<file path="src/hw/mult_defines.svh">
// ~~~~~~~~~~~~~~~~~~~~~~~~~~~~~~~~~~~~~~~~
// widths and counts for the shift-add multiplier
// include wherever a size is needed
// ~~~~~~~~~~~~~~~~~~~~~~~~~~~~~~~~~~~~~~~~
`ifndef MULT_DEFINES_SVH
`define MULT_DEFINES_SVH

// operand width, only 8 is exercised
`define MULT_WIDTH 8

// one add/sub plus one shift per multiplier bit
`define MULT_STEPS `MULT_WIDTH

// seven-segment display, segments a..g
`define SEG_WIDTH 7

`endif

</file>
<file path="src/hw/multPkg.sv">
// ~~~~~~~~~~~~~~~~~~~~~~~~~~~~~~~~~~~~~~~~
// shared types for the multiplier design
// import inside module bodies
// ~~~~~~~~~~~~~~~~~~~~~~~~~~~~~~~~~~~~~~~~
`include "mult_defines.svh"

package multPkg;

    // A, B and the switch operand S
    typedef logic [`MULT_WIDTH-1:0] operandT;

    // {A, B} product
    typedef logic [2*`MULT_WIDTH-1:0] productT;

    // one hex digit
    typedef logic [3:0] nibbleT;

    // active low, bit 0 is segment a, bit 6 is segment g
    typedef logic [`SEG_WIDTH-1:0] segT;

    // zero glyph, all segments lit except g
    parameter segT segZero = 7'b1000000;

    // controller states
    typedef enum logic [2:0] {idle, clearLoad, addStep, shiftStep, hold} ctrlStateT;

    // counts multiplier bits, wide enough for MULT_STEPS = 8
    typedef logic [2:0] stepCountT;

endpackage

</file>
<file path="src/hw/multCtrlIf.sv">
// ~~~~~~~~~~~~~~~~~~~~~~~~~~~~~~~~~~~~~~~~
// strobes from controller to datapath
// plus the multiplier bit coming back
// ~~~~~~~~~~~~~~~~~~~~~~~~~~~~~~~~~~~~~~~~
`timescale 1ns/1ps

interface multCtrlIf;

    // clear A and X, load B from S
    logic clrLd;
    // add S into A when mBit set
    logic add;
    // subtract S from A, last step only
    logic sub;
    // arithmetic right shift of {X, A, B}
    logic shift;
    // current low bit of B
    logic mBit;

    modport ctl (
        output clrLd,
        output add,
        output sub,
        output shift,
        input  mBit
    );

    modport dp (
        input  clrLd,
        input  add,
        input  sub,
        input  shift,
        output mBit
    );

endinterface

</file>
<file path="src/hw/hexDriver.sv">
// ~~~~~~~~~~~~~~~~~~~~~~~~~~~~~~~~~~~~~~~~
// hex digit to active-low 7-segment pattern
// ~~~~~~~~~~~~~~~~~~~~~~~~~~~~~~~~~~~~~~~~
`timescale 1ns/1ps

module hexDriver (
    input  multPkg::nibbleT nibble,
    output multPkg::segT    seg
);
    import multPkg::*;

    // pattern bits are g f e d c b a, low lights a segment
    always_comb begin
        unique case (nibble)
            4'h0: seg = segZero;
            4'h1: seg = 7'b1111001;
            4'h2: seg = 7'b0100100;
            4'h3: seg = 7'b0110000;
            4'h4: seg = 7'b0011001;
            4'h5: seg = 7'b0010010;
            4'h6: seg = 7'b0000010;
            4'h7: seg = 7'b1111000;
            4'h8: seg = 7'b0000000;
            4'h9: seg = 7'b0010000;
            // upper case A
            4'hA: seg = 7'b0001000;
            // lower case b
            4'hB: seg = 7'b0000011;
            4'hC: seg = 7'b1000110;
            // lower case d
            4'hD: seg = 7'b0100001;
            4'hE: seg = 7'b0000110;
            4'hF: seg = 7'b0001110;
            default: seg = '1;
        endcase
    end

endmodule

</file>
<file path="src/hw/multControl.sv">
// ~~~~~~~~~~~~~~~~~~~~~~~~~~~~~~~~~~~~~~~~
// sequencer for the shift-add multiplier
// drives the strobes of multCtrlIf
// ~~~~~~~~~~~~~~~~~~~~~~~~~~~~~~~~~~~~~~~~
`timescale 1ns/1ps
`include "mult_defines.svh"

module multControl (
    input logic Clk,
    input logic reset,
    input logic Run,
    input logic ClearA_LoadB,
    multCtrlIf.ctl ctrl
);
    import multPkg::*;

    // index of the step that subtracts instead of adds
    localparam stepCountT lastStep = stepCountT'(`MULT_STEPS - 1);

    ctrlStateT state;
    ctrlStateT stateNext;
    stepCountT stepCount;
    stepCountT countNext;
    logic onLastStep;

    assign onLastStep = (stepCount == lastStep);

    // state and step counter
    always_ff @(posedge Clk) begin
        if (reset) begin
            state     <= idle;
            stepCount <= '0;
        end else begin
            state     <= stateNext;
            stepCount <= countNext;
        end
    end

    always_comb begin
        stateNext = state;
        countNext = stepCount;
        unique case (state)
            idle: begin
                // clear/load wins over run
                if (ClearA_LoadB) begin
                    stateNext = clearLoad;
                end else if (Run) begin
                    stateNext = addStep;
                    countNext = '0;
                end
            end
            clearLoad: begin
                // single cycle pulse
                stateNext = idle;
            end
            addStep: begin
                stateNext = shiftStep;
            end
            shiftStep: begin
                if (onLastStep) begin
                    stateNext = hold;
                end else begin
                    stateNext = addStep;
                    countNext = stepCount + 1'b1;
                end
            end
            hold: begin
                // wait for the button to come back up
                if (!Run) begin
                    stateNext = idle;
                end
            end
            default: begin
                stateNext = idle;
            end
        endcase
    end

    // strobes follow the state
    // datapath applies add/sub only when its multiplier bit is set
    always_comb begin
        ctrl.clrLd = (state == clearLoad);
        ctrl.shift = (state == shiftStep);
        ctrl.add   = (state == addStep) && !onLastStep;
        ctrl.sub   = (state == addStep) && onLastStep;
    end

endmodule

</file>
<file path="src/hw/shiftAddUnit.sv">
// ~~~~~~~~~~~~~~~~~~~~~~~~~~~~~~~~~~~~~~~~
// A, B and X registers of the multiplier
// acts on the strobes from multControl
// ~~~~~~~~~~~~~~~~~~~~~~~~~~~~~~~~~~~~~~~~
`timescale 1ns/1ps
`include "mult_defines.svh"

module shiftAddUnit (
    input  logic            Clk,
    input  logic            reset,
    input  multPkg::operandT S,
    multCtrlIf.dp           ctrl,
    output multPkg::operandT aReg,
    output multPkg::operandT bReg,
    output logic            xBit
);
    import multPkg::*;

    // one extra bit so X can take the true sign of the result
    logic [`MULT_WIDTH:0] aExt;
    logic [`MULT_WIDTH:0] sExt;
    logic [`MULT_WIDTH:0] sumExt;
    logic [`MULT_WIDTH:0] diffExt;
    logic                 doAdd;
    logic                 doSub;
    productT              abShifted;

    // sign extend both operands
    assign aExt = {aReg[`MULT_WIDTH-1], aReg};
    assign sExt = {S[`MULT_WIDTH-1], S};

    assign sumExt  = aExt + sExt;
    assign diffExt = aExt - sExt;

    // strobe only counts when the multiplier bit is set
    assign doAdd = ctrl.add && bReg[0];
    assign doSub = ctrl.sub && bReg[0];

    // {X, A, B} >> 1 with X kept as the sign
    // low bit of A drops into the top of B
    assign abShifted = {xBit, aReg, bReg[`MULT_WIDTH-1:1]};

    assign ctrl.mBit = bReg[0];

    always_ff @(posedge Clk) begin
        if (reset) begin
            aReg <= '0;
            bReg <= '0;
            xBit <= 1'b0;
        end else if (ctrl.clrLd) begin
            // new multiplier from the switches
            aReg <= '0;
            bReg <= S;
            xBit <= 1'b0;
        end else if (doAdd) begin
            aReg <= sumExt[`MULT_WIDTH-1:0];
            xBit <= sumExt[`MULT_WIDTH];
        end else if (doSub) begin
            // last step, multiplier sign bit has negative weight
            aReg <= diffExt[`MULT_WIDTH-1:0];
            xBit <= diffExt[`MULT_WIDTH];
        end else if (ctrl.shift) begin
            {aReg, bReg} <= abShifted;
        end
    end

endmodule

</file>
<file path="src/hw/multTop.sv">
// ~~~~~~~~~~~~~~~~~~~~~~~~~~~~~~~~~~~~~~~~
// board top: controller, datapath, displays
// A and B shown on four hex digits
// ~~~~~~~~~~~~~~~~~~~~~~~~~~~~~~~~~~~~~~~~
`timescale 1ns/1ps
`include "mult_defines.svh"

module multTop (
    input  logic                   Clk,
    input  logic                   Reset,
    input  logic                   Run,
    input  logic                   ClearA_LoadB,
    input  logic [`MULT_WIDTH-1:0] S,
    output logic [`SEG_WIDTH-1:0]  AhexU,
    output logic [`SEG_WIDTH-1:0]  AhexL,
    output logic [`SEG_WIDTH-1:0]  BhexU,
    output logic [`SEG_WIDTH-1:0]  BhexL,
    output logic [`MULT_WIDTH-1:0] Aval,
    output logic [`MULT_WIDTH-1:0] Bval,
    output logic                   X
);
    import multPkg::*;

    // decoder outputs before the display registers
    segT aSegU;
    segT aSegL;
    segT bSegU;
    segT bSegL;

    multCtrlIf ctrlBus ();

    multControl uControl (
        .Clk          (Clk),
        .reset        (Reset),
        .Run          (Run),
        .ClearA_LoadB (ClearA_LoadB),
        .ctrl         (ctrlBus.ctl)
    );

    shiftAddUnit uDatapath (
        .Clk   (Clk),
        .reset (Reset),
        .S     (S),
        .ctrl  (ctrlBus.dp),
        .aReg  (Aval),
        .bReg  (Bval),
        .xBit  (X)
    );

    // high and low digit of each register
    hexDriver uAhexU (.nibble(Aval[7:4]), .seg(aSegU));
    hexDriver uAhexL (.nibble(Aval[3:0]), .seg(aSegL));
    hexDriver uBhexU (.nibble(Bval[7:4]), .seg(bSegU));
    hexDriver uBhexL (.nibble(Bval[3:0]), .seg(bSegL));

    // display registers, one cycle behind Aval and Bval
    always_ff @(posedge Clk) begin
        if (Reset) begin
            AhexU <= segZero;
            AhexL <= segZero;
            BhexU <= segZero;
            BhexL <= segZero;
        end else begin
            AhexU <= aSegU;
            AhexL <= aSegL;
            BhexU <= bSegU;
            BhexL <= bSegL;
        end
    end

endmodule

</file>
<file path="config.mk">
export PLATFORM = sky130hd
export DESIGN_NAME = multTop
export DESIGN_NICKNAME = d
export VERILOG_FILES = /design/src/hw/multPkg.sv /design/src/hw/multCtrlIf.sv /design/src/hw/hexDriver.sv /design/src/hw/multControl.sv /design/src/hw/shiftAddUnit.sv /design/src/hw/multTop.sv
export VERILOG_INCLUDE_DIRS = /design/src /design/src/hw
export SDC_FILE = /design/constraint.sdc
export NUM_CORES = 1
export LEC_CHECK = 0
export BUFFER_PORTS_ARGS = -buffer_cell sky130_fd_sc_hd__buf_2
export CAP_MARGIN = 20
export CORE_UTILIZATION = 57
export DETAILED_ROUTE_END_ITERATION = 8
export PLACE_DENSITY_LB_ADDON = 0.25
export SYNTH_ARGS = -nofsm -noshare
export SYNTH_HDL_FRONTEND = slang
export SYNTH_SLANG_ARGS = --single-unit
</file>
<file path="constraint.sdc">
create_clock -name Clk -period 3.03 [get_ports Clk]
set_clock_uncertainty 0.2 [all_clocks]
set_input_delay 0 -clock Clk [delete_from_list [all_inputs] [get_ports Clk]]
set_output_delay 0 -clock Clk [all_outputs]
set_load 0.02 [all_outputs]
</file>
[After elaboration in Yosys (flattened, before gate mapping)]
Memories as Yosys holds them, arrays and structs flattened. A register that Yosys moved wholly into a read port is not among the register bits.
Index checks and enable logic that the tools add are counted.
Widths: inputs -> output; s select.
Storage, ports and cells
  bits in registers: 23
  bits in read-only memories: 448
  input bits: 12
  output and inout bits: 45
  logic and storage cells: 56
  memories kept: 4
Memories
  (no name shown): depth 16, bits a word 7, read ports 1, clocked after memory_dff 1, wr ports 0, RTL line hexDriver.sv:14  | unique case (nibble)
  (no name shown): depth 16, bits a word 7, read ports 1, clocked after memory_dff 1, wr ports 0, RTL line hexDriver.sv:14
  (no name shown): depth 16, bits a word 7, read ports 1, clocked after memory_dff 1, wr ports 0, RTL line hexDriver.sv:14
  (no name shown): depth 16, bits a word 7, read ports 1, clocked after memory_dff 1, wr ports 0, RTL line hexDriver.sv:14
Cells by class
  $add $sub $neg: 3
  equal/unequal tests: 12
  muxes and demuxes: 18
  reduce and logical (&&, ||, !) cells: 14
Operators with widths (count)
  $mux 8: 7
  $mux 3: 7
  $ne 2x2->1 const B: 6
  $pmux 3 s4: 1
  $add 8x8->9: 1
  $sub 8x8->9: 1
  $eq 3x2->1 const B: 2
  $eq 3x3->1 const B: 2
  $pmux 3 s2: 1
  $reduce_bool 2->1: 3
  $logic_and 1x1->1: 4
  $reduce_and 4->1: 1
  $add 3x1->3 const B: 1
  $eq 3x1->1 const B: 1
  $logic_not 3->1: 1
  $ne 3x3->1 const B: 1
  $reduce_and 3->1: 1
  $reduce_bool 3->1: 1
  $mux 1: 2
  $reduce_and 2->1: 1
  $reduce_or 2->1: 1
  $logic_not 1->1: 1

[Logic depth before layout (Yosys ltp)]
Gate-level depths: netlist of run 1.
  word-level depth: 6
  gate-level depth with buffers: 10
  depth with buffers taken out: 10

[Cells and area by module]
A second synthesis of run 1 with hierarchy kept.
Unflattened totals
  cell total of the unflattened synthesis: 423
  area, all modules: 3773.6 um2
Modules (own cells, without submodules)
  shiftAddUnit: instances 1, cells an instance 200, area each 1549.0 um2, sequential area each 340.3 um2
  hexDriver at uAhexL ...: instances 3, cells an instance 32, area each 275.3 um2, sequential area each 0.0 um2
  multTop: instances 1, cells an instance 58, area each 762.0 um2, sequential area each 560.5 um2
  multControl: instances 1, cells an instance 36, area each 362.8 um2, sequential area each 120.1 um2
  hexDriver at uAhexU: instances 1, cells an instance 33, area each 274.0 um2, sequential area each 0.0 um2

[Worst setup path after synthesis of run 1]
OpenSTA, ideal clock, no wires.
  kind: flip-flop to flip-flop
  start point: register uDatapath.aReg[0]
  end point: register uDatapath.xBit
  setup time: 0.072 ns
  arrival time: 2.530 ns
  required time: 2.758 ns
  setup slack: 0.228 ns
  stages on the path, launching flop included: 11
  buffers on the path: 0
  period minus slack after synthesis: 2.802 ns
  cells stage by stage: dfxtp_1 > inv_1 > ha_1 > inv_1 > fa_1 > a21o_1 > a211oi_2 > o21bai_1 > a2111o_1 > a311o_1 > a21oi_1
On the way
  word-level cells in the longest chain between the ends: 3
  elaborated cells between the ends (all ways): 4
  classes of those cells: 2 x add/sub; 2 x mux
Ends and longest elaborated chain
  start: declaration: RTL line shiftAddUnit.sv:13  | output multPkg::operandT aReg,
  start signal: assignment: RTL line shiftAddUnit.sv:56  | aReg <= sumExt[`MULT_WIDTH-1:0];
  start signal: assignment: RTL line shiftAddUnit.sv:60  | aReg <= diffExt[`MULT_WIDTH-1:0];
  start signal: assignment: RTL line shiftAddUnit.sv:63  | {aReg, bReg} <= abShifted;
  $sub 8x8->9: RTL line shiftAddUnit.sv:33  | assign diffExt = aExt - sExt;
  $mux 1: RTL line shiftAddUnit.sv:58  | end else if (doSub) begin
  $mux 1 (*): RTL line shiftAddUnit.sv:55  | end else if (doAdd) begin
  end signal: assignment: RTL line shiftAddUnit.sv:57  | xBit <= sumExt[`MULT_WIDTH];
  end signal: assignment: RTL line shiftAddUnit.sv:61  | xBit <= diffExt[`MULT_WIDTH];
  end: declaration: RTL line shiftAddUnit.sv:15  | output logic xBit
Mark *: on every way between the ends. The rest lies on a longest branch, timed or not. The select of a mux whose other input is x is not followed.
A chain may end at the register's enable or synchronous reset.

[Worst setup path after layout of run 1]
Same ends and word-level chain as after synthesis.

==> summary.md, run 1 <==
| Metric | Value |
|---|---|
| Status | finished clean |
| ANT nets after route | 0 |
| RR Endpoint | uDatapath.xBit |
| Mapped Nets | 454 |
| Drt drc | 0 |
| Vias in the first global route | 2,645 |
| H-tree levels | 2 |
| Largest net degree at the start of global routing | 39 |
| Hold_sp | Reset |
| Crit path cell chain | inv_1 -> ha_1 -> inv_1 -> fa_1 -> a21o_1 -> a211oi_2 -> o21bai_1 -> a2111o_1 -> a311o_1 -> a21oi_1 |
| Clock insertion delay at the later pin of the skew report | approximately 0.30 ns |
| Syn Area/Cell | about 8.3 sq um |
| Starting Density | 0.598 |
| Mapped cell area | 3310 sq um |
| Final net count | ~510 |
| Num CTS Buffers | 5 |
| Die ar. | a little over 6000 sq um |
| Total GRT Usage | 0.251 |
| Pwr Density | between 400 and 500 nW/um^2 |
| Setup bufs post-CTS | 0 |
| Die H | ~78 um |
| Hold WC Path Type | in -> reg |
| Seq/Total Area, Yosys | 0.308 |
| Area share of the largest cell type after synthesis | 0.308 |
| Crit path max fanout | 6 |
| Synthesis warning total | 0 |
| Core Area | 5540 sq um |
| Leakage Power | 1.70 nW |
| Synth top cells by count | dfxtp_1, nor2_1, ha_1 |
| Detailed Route WL | between 7 and 8 mm |
| Max incr delay on CP | 0.42 ns |
| Ant diodes | 0 |
| Tcrit/Tclk final | 0.920 |
| Top FF cell, synth | dfxtp_1 |
| R2R cell count | 10 |
| Critical path type | reg -> reg |
| # resized after CTS | 0 |
| Hold Path Cell Cnt | 2 |
| Antenna violations before repair | 0 |
| Distinct cells, synth | 52 |
| Fraction of layout cells with a size suffix above 1 | 0.170 |
| Total global routing overflow | 0 |
| Final min period | between 2 and 3 ns |
| Total power | 1.65 mW |
| CTS Root Cell | clkbuf_8 |
| Max-Cap Viols | 0 |
| Clock slew at reported path FFs | 0.10 ns |
| Req. time, crit path | a little over 3 ns |
| Setup Viol. Count Final | 0 |
| Max Fclk | 359 MHz |
| Port Buf Inserts | 56 |
| Worst VDD drop | roughly 240 uV |
| Worst R2R Setup Slack | 0.24 ns |
| Most used cell, CP | inv_1 |
| Synth area leaders | dfxtp_1, ha_1, nor2_1 |
| Hold_ws | between 0.005 and 0.006 ns |
| RR Startpoint | uDatapath.aReg[0] |
| Fin. max-slew vios | 0 |
| RSZ-0062 raised after global routing | no |
| CTS tree | built |
| Setup tns final | 0 ns |
| Startpoint types | register |
| Most frequent cell after synthesis | dfxtp_1 |
| Layout area overhead | 16.7% |
| Cell area after layout | about 3900 sq um |
| Ys async rst share | 0 |
| Mapped Cells | a little under 400 |
| Ports | between 50 and 60 |
| Final hold violations | 0 |
| Hold Path End | BhexU[4] |
| CP Capture Type | register |
| Chip width | around 78 um |
| Relative slew slack | 0.459 |
| Dpl hpwl | approximately 5.3 mm |
| Clock sink count | between 50 and 60 |
| Slowest cell on the critical path | a2111o_1 |
| Initial drt markers | between 150 and 200 |
| First-pass GRT wire length | between 10 and 15 mm |
| Cell Area, Placed | between 3000 and 4000 sq um |
| Vias per cell | ~5.6 |
| Largest area contributor in the netlist | dfxtp_1 |
| GP Congestion | between 0.9 and 1 |
| DRT Pass-1 Iters | 4 |
| Arr. time, crit path | approximately 2.8 ns |
| Slew @ Worst Pin | about 0.81 ns |
| Rows | 27 |
| Number of synthesized flops with an enable pin | 0 |
| Routed WL per cell | between 10 and 15 um |
| Via count | 2,942 |
| #FFs+latches synth | a little over 50 |
| Clock Tree Buf Depth | 2 |
==> cells by family (layout without fill, tap and decap cells) <==
kind of cell	Yosys count	in the layout	synth area share
mux	14	14	0.0427
fa+ha+maj	44	44	0.171
flops	51	51	0.308
xor+xnor	6	6	0.0159
buf+inv	55	109	0.0646
simple gates	120	120	0.177
compound gates	108	108	0.221
==> timing repair <==
| item | 4_1_cts | 5_1_grt |
|---|---|---|
| hold buffers | 10 | 0 |
| endpoints found under the hold margin | 11 | 0 |
| endpoints found under the setup margin | 0 | 0 |
==> metrics by stage <==
step | util | std cells | setup WS [ns]
after global placement | 0.655 | 506 | 0.335
after CTS | 0.698 | 524 | 0.252
after floorplan | - | 398 | 0.228
after detailed placement | 0.655 | 506 | 0.267
final | 0.698 | 524 | 0.243
after global routing | 0.698 | 524 | 0.0756
==> placed cells by master (no fill, tap or decap), types with 5 or more instances in the layout <==
master         instances
nand2b_1              13
buf_4                  8
o211ai_1               5
a31oi_1                5
nand2_1               25
dfxtp_1               51
mux2i_1               13
clkbuf_8               5
nor2b_1               11
xnor2_1                5
buf_2                 56
o22ai_1                6
dlygate4sd3_1         10
a211oi_1              24
inv_1                 26
ha_1                  42
nor2_1                49
o21ai_0               15
a21oi_1               23
a311oi_1               9
==> worst max path at each step <==
| stage | to | slack [ns] | cells after the start | from |
|---|---|---|---|---|
| final | uDatapath.xBit | 0.24 | 10 | uDatapath.aReg[0] |
| after floorplan | uDatapath.xBit | 0.23 | 10 | uDatapath.aReg[0] |
| after detailed placement | uDatapath.xBit | 0.27 | 10 | uDatapath.aReg[0] |
| after CTS | uDatapath.xBit | 0.25 | 10 | uDatapath.aReg[0] |
| after global placement | uDatapath.xBit | 0.34 | 10 | uDatapath.aReg[0] |
| after global routing | uDatapath.xBit | 0.08 | 10 | uDatapath.aReg[0] |
==> worst max-delay path, delay by kind of cell, from the launching register on <==
| family | cells | cell delay [ns] |
|---|---|---|
| adder cells (fa/ha/maj) | 2 | 0.57 |
| buffers and inverters | 2 | 0.20 |
| AO/OA/AOI/OAI | 6 | 1.43 |
| flip-flops | 1 | 0.32 |
==> where the power goes <==
part	switching, mW	leakage [nW]	internal [mW]
logic	0.197	1.22	0.137
registers	0.0412	0.416	0.707
clock network	0.238	0.0644	0.329
total	0.476	1.70	1.17
==> area by class of cell <==
cell class,count,area (sq um)
multi-input combinational,292,2080
fill,478,1670
sequential,51,1020
timing repair buffer,74,440
inverter,27,101
tap,72,90.1
clock buffer,5,68.8
clock inverter,3,67.6
==> metal layers <==
layer  global-route usage  wire length, um
met5                    0                0
met4               0.0778              112
met3               0.0407              334
met2                0.419             3510
met1                0.330             3520
==> flip-flops by register name, summed over array words and instances (netlist names) <==
register	count
AhexU	7
BhexL	7
uDatapath.aReg	8
uDatapath.bReg	8
uControl.stepCount	3
AhexL	7
uDatapath.xBit	1
BhexU	7
uControl.state	3
No activity file was read; power rests on OpenSTA's default activity.
==> run 2: changes to the inputs <==
REMOVE_ABC_BUFFERS = 1   (was unset)
==> summary.md, run 2 (same netlist as run 1, synthesis figures left out) <==
| Metric | Value |
|---|---|
| First-pass GRT wire length | 12.6 mm (was 12.4 mm) |
| Worst R2R Setup Slack | 0.23 ns (was 0.24 ns) |
| Max Fclk | 357 MHz (was 359 MHz) |
| Startpoint types | register (unchanged) |
| CTS Root Cell | clkbuf_8 (unchanged) |
| Fin. max-slew vios | 0 (unchanged) |
| Clock Tree Buf Depth | 2 (unchanged) |
| Setup Viol. Count Final | 0 (unchanged) |
| Hold_sp | uDatapath.xBit (was Reset) |
| Critical path type | reg -> reg (unchanged) |
| Clock slew at reported path FFs | 0.10 ns (about the same) |
| Die H | 78.2 um (unchanged) |
| Ports | 57 (unchanged) |
| Via count | 2,962 (was 2,942) |
| Routed WL per cell | 14.0 um (was 14.3 um) |
| Clock sink count | 51 (unchanged) |
| Antenna violations before repair | 0 (unchanged) |
| Slew @ Worst Pin | 0.774 ns (was 0.807 ns) |
| Int Power | 1.18 mW (was 1.17 mW) |
| ANT nets after route | 0 (unchanged) |
| H-tree levels | 2 (unchanged) |
| Req. time, crit path | 3.07 ns (about the same) |
| Switching pwr | 0.472 mW (was 0.476 mW) |
| Dpl hpwl | 5.33 mm (was 5.32 mm) |
| Final core utilization | 0.705 (was 0.698) |
| Hold WC Path Type | reg -> reg (was in -> reg) |
| Hold Path End | uDatapath.xBit (was BhexU[4]) |
| DRT Pass-1 Iters | 4 (unchanged) |
| Hold_ws | 0.284 ns (was 0.00528 ns) |
| Leading cell type in the layout, fill and taps excluded | buf_2 (unchanged) |
| Die ar. | 6120 sq um (unchanged) |
| R2R cell count | 10 (unchanged) |
| RR Startpoint | uDatapath.aReg[0] (unchanged) |
| Place WS | 0.241 ns (was 0.267 ns) |
| RSZ-0062 raised after global routing | no (unchanged) |
| Chip width | 78.2 um (unchanged) |
| Clock insertion delay at the later pin of the skew report | 0.30 ns (about the same) |
| Leakage Power | 1.72 nW (was 1.70 nW) |
| Most frequent cells in the layout | buf_2, dfxtp_1, nor2_1, ha_1, inv_1 (unchanged) |
| Cell Area, Placed | 3650 sq um (was 3630 sq um) |
| Vias per cell | 5.60 (was 5.61) |
| Arr. time, crit path | 2.84 ns (was 2.83 ns) |
| Num CTS Buffers | 5 (unchanged) |
| Total GRT Usage | 0.260 (was 0.251) |
| Cell area after layout | 3910 sq um (was 3870 sq um) |
| CP Capture Type | register (unchanged) |
| Fraction of layout cells with a size suffix above 1 | 0.173 (was 0.170) |
| CTS hold repair buffers | 12 (was 10) |
| GP Congestion | 0.894 (was 0.914) |
| Status | finished clean (unchanged) |
| RR Endpoint | uDatapath.xBit (unchanged) |
| Sw Ratio | 0.286 (was 0.289) |
| Hold Path Cell Cnt | 2 (unchanged) |
| Worst VDD drop | 208 uV (was 242 uV) |
| Final net count | 512 (was 507) |
| Fin cells | 529 (was 524) |
| Core Area | 5540 sq um (unchanged) |
| CTS tree | built (unchanged) |
| Crit path max fanout | 6 (unchanged) |
| Cell count after placement | 509 (was 506) |
| Initial drt markers | 174 (was 153) |
| Final hold violations | 0 (unchanged) |
| Setup bufs post-CTS | 0 (unchanged) |
| Total power | 1.65 mW (about the same) |
| Ant diodes | 0 (unchanged) |
| Final min period | 2.80 ns (was 2.79 ns) |
| Drt drc | 0 (unchanged) |
| Register share of total power | 0.452 (was 0.453) |
| # resized after CTS | 0 (unchanged) |
| Layout area overhead | 17.9% (was 16.7%) |
| Vias in the first global route | 2,655 (was 2,645) |
| Pwr Density | 423 nW/um^2 (was 427 nW/um^2) |
| Top Registers | uDatapath.aReg x8, uDatapath.bReg x8 (unchanged) |
| Clock Power Share | 0.342 (was 0.344) |
| Port Buf Inserts | 56 (unchanged) |
| Combinational Power Share | 0.207 (was 0.203) |
| Largest net degree at the start of global routing | 38 (was 39) |
| Relative slew slack | 0.480 (was 0.459) |
| Total global routing overflow | 0 (unchanged) |
| Starting Density | 0.598 (unchanged) |
| Max-Cap Viols | 0 (unchanged) |
| Setup ws final | 0.231 ns (was 0.243 ns) |
| Rows | 27 (unchanged) |
| Setup tns final | 0 ns (unchanged) |
| Detailed Route WL | 7.42 mm (was 7.47 mm) |
| Tcrit/Tclk final | 0.924 (was 0.920) |
run 2: final cells by class:
type	count	area, sq um
multi-input combinational	292	2080
fill	469	1630
sequential	51	1020
timing repair buffer	79	483
inverter	27	101
tap	72	90.1
clock buffer	6	72.6
clock inverter	2	60.1
run 2: worst max path at each step:
| stage | from | slack [ns] | endpoint | cells after the start |
|---|---|---|---|---|
| 2_1_floorplan | uDatapath.aReg[0] | 0.23 | uDatapath.xBit | 10 |
| 3_3_place_gp | uDatapath.aReg[0] | 0.32 | uDatapath.xBit | 10 |
| 3_5_place_dp | uDatapath.aReg[0] | 0.24 | uDatapath.xBit | 10 |
| 4_1_cts | uDatapath.aReg[0] | 0.22 | uDatapath.xBit | 10 |
| 5_1_grt | uDatapath.aReg[0] | 0.08 | uDatapath.xBit | 10 |
| 6_report | uDatapath.aReg[0] | 0.23 | uDatapath.xBit | 10 |
run 2: worst max-delay path, stage by stage, from the launching register on:
cell      delay [ns]
dfxtp_1         0.32
inv_1           0.17
ha_1            0.20
inv_1           0.05
fa_1            0.38
a21o_1          0.19
a211oi_2        0.21
o21bai_1        0.11
a2111o_1        0.41
a311o_1         0.34
a21oi_1         0.13
run 2: routing by layer:
metal / part of all wire / routed length (um) / global-route usage
met1: 0.48 / 3540 / 0.359
met2: 0.48 / 3560 / 0.419
met3: 0.033 / 245 / 0.0477
met4: 0.011 / 79 / 0.0593
met5: 0 / 0 / 0
run 2: power by group through the flow:
| stage | logic, mW | registers, mW | clock network [mW] |
|---|---|---|---|
| floorplan | 0.172 | 0.809 | 0 |
| global placement | 0.322 | 0.760 | 0 |
| detailed placement | 0.327 | 0.762 | 0 |
| CTS | 0.341 | 0.747 | 0.569 |
| global route | 0.381 | 0.753 | 0.594 |
| finish | 0.341 | 0.746 | 0.564 |
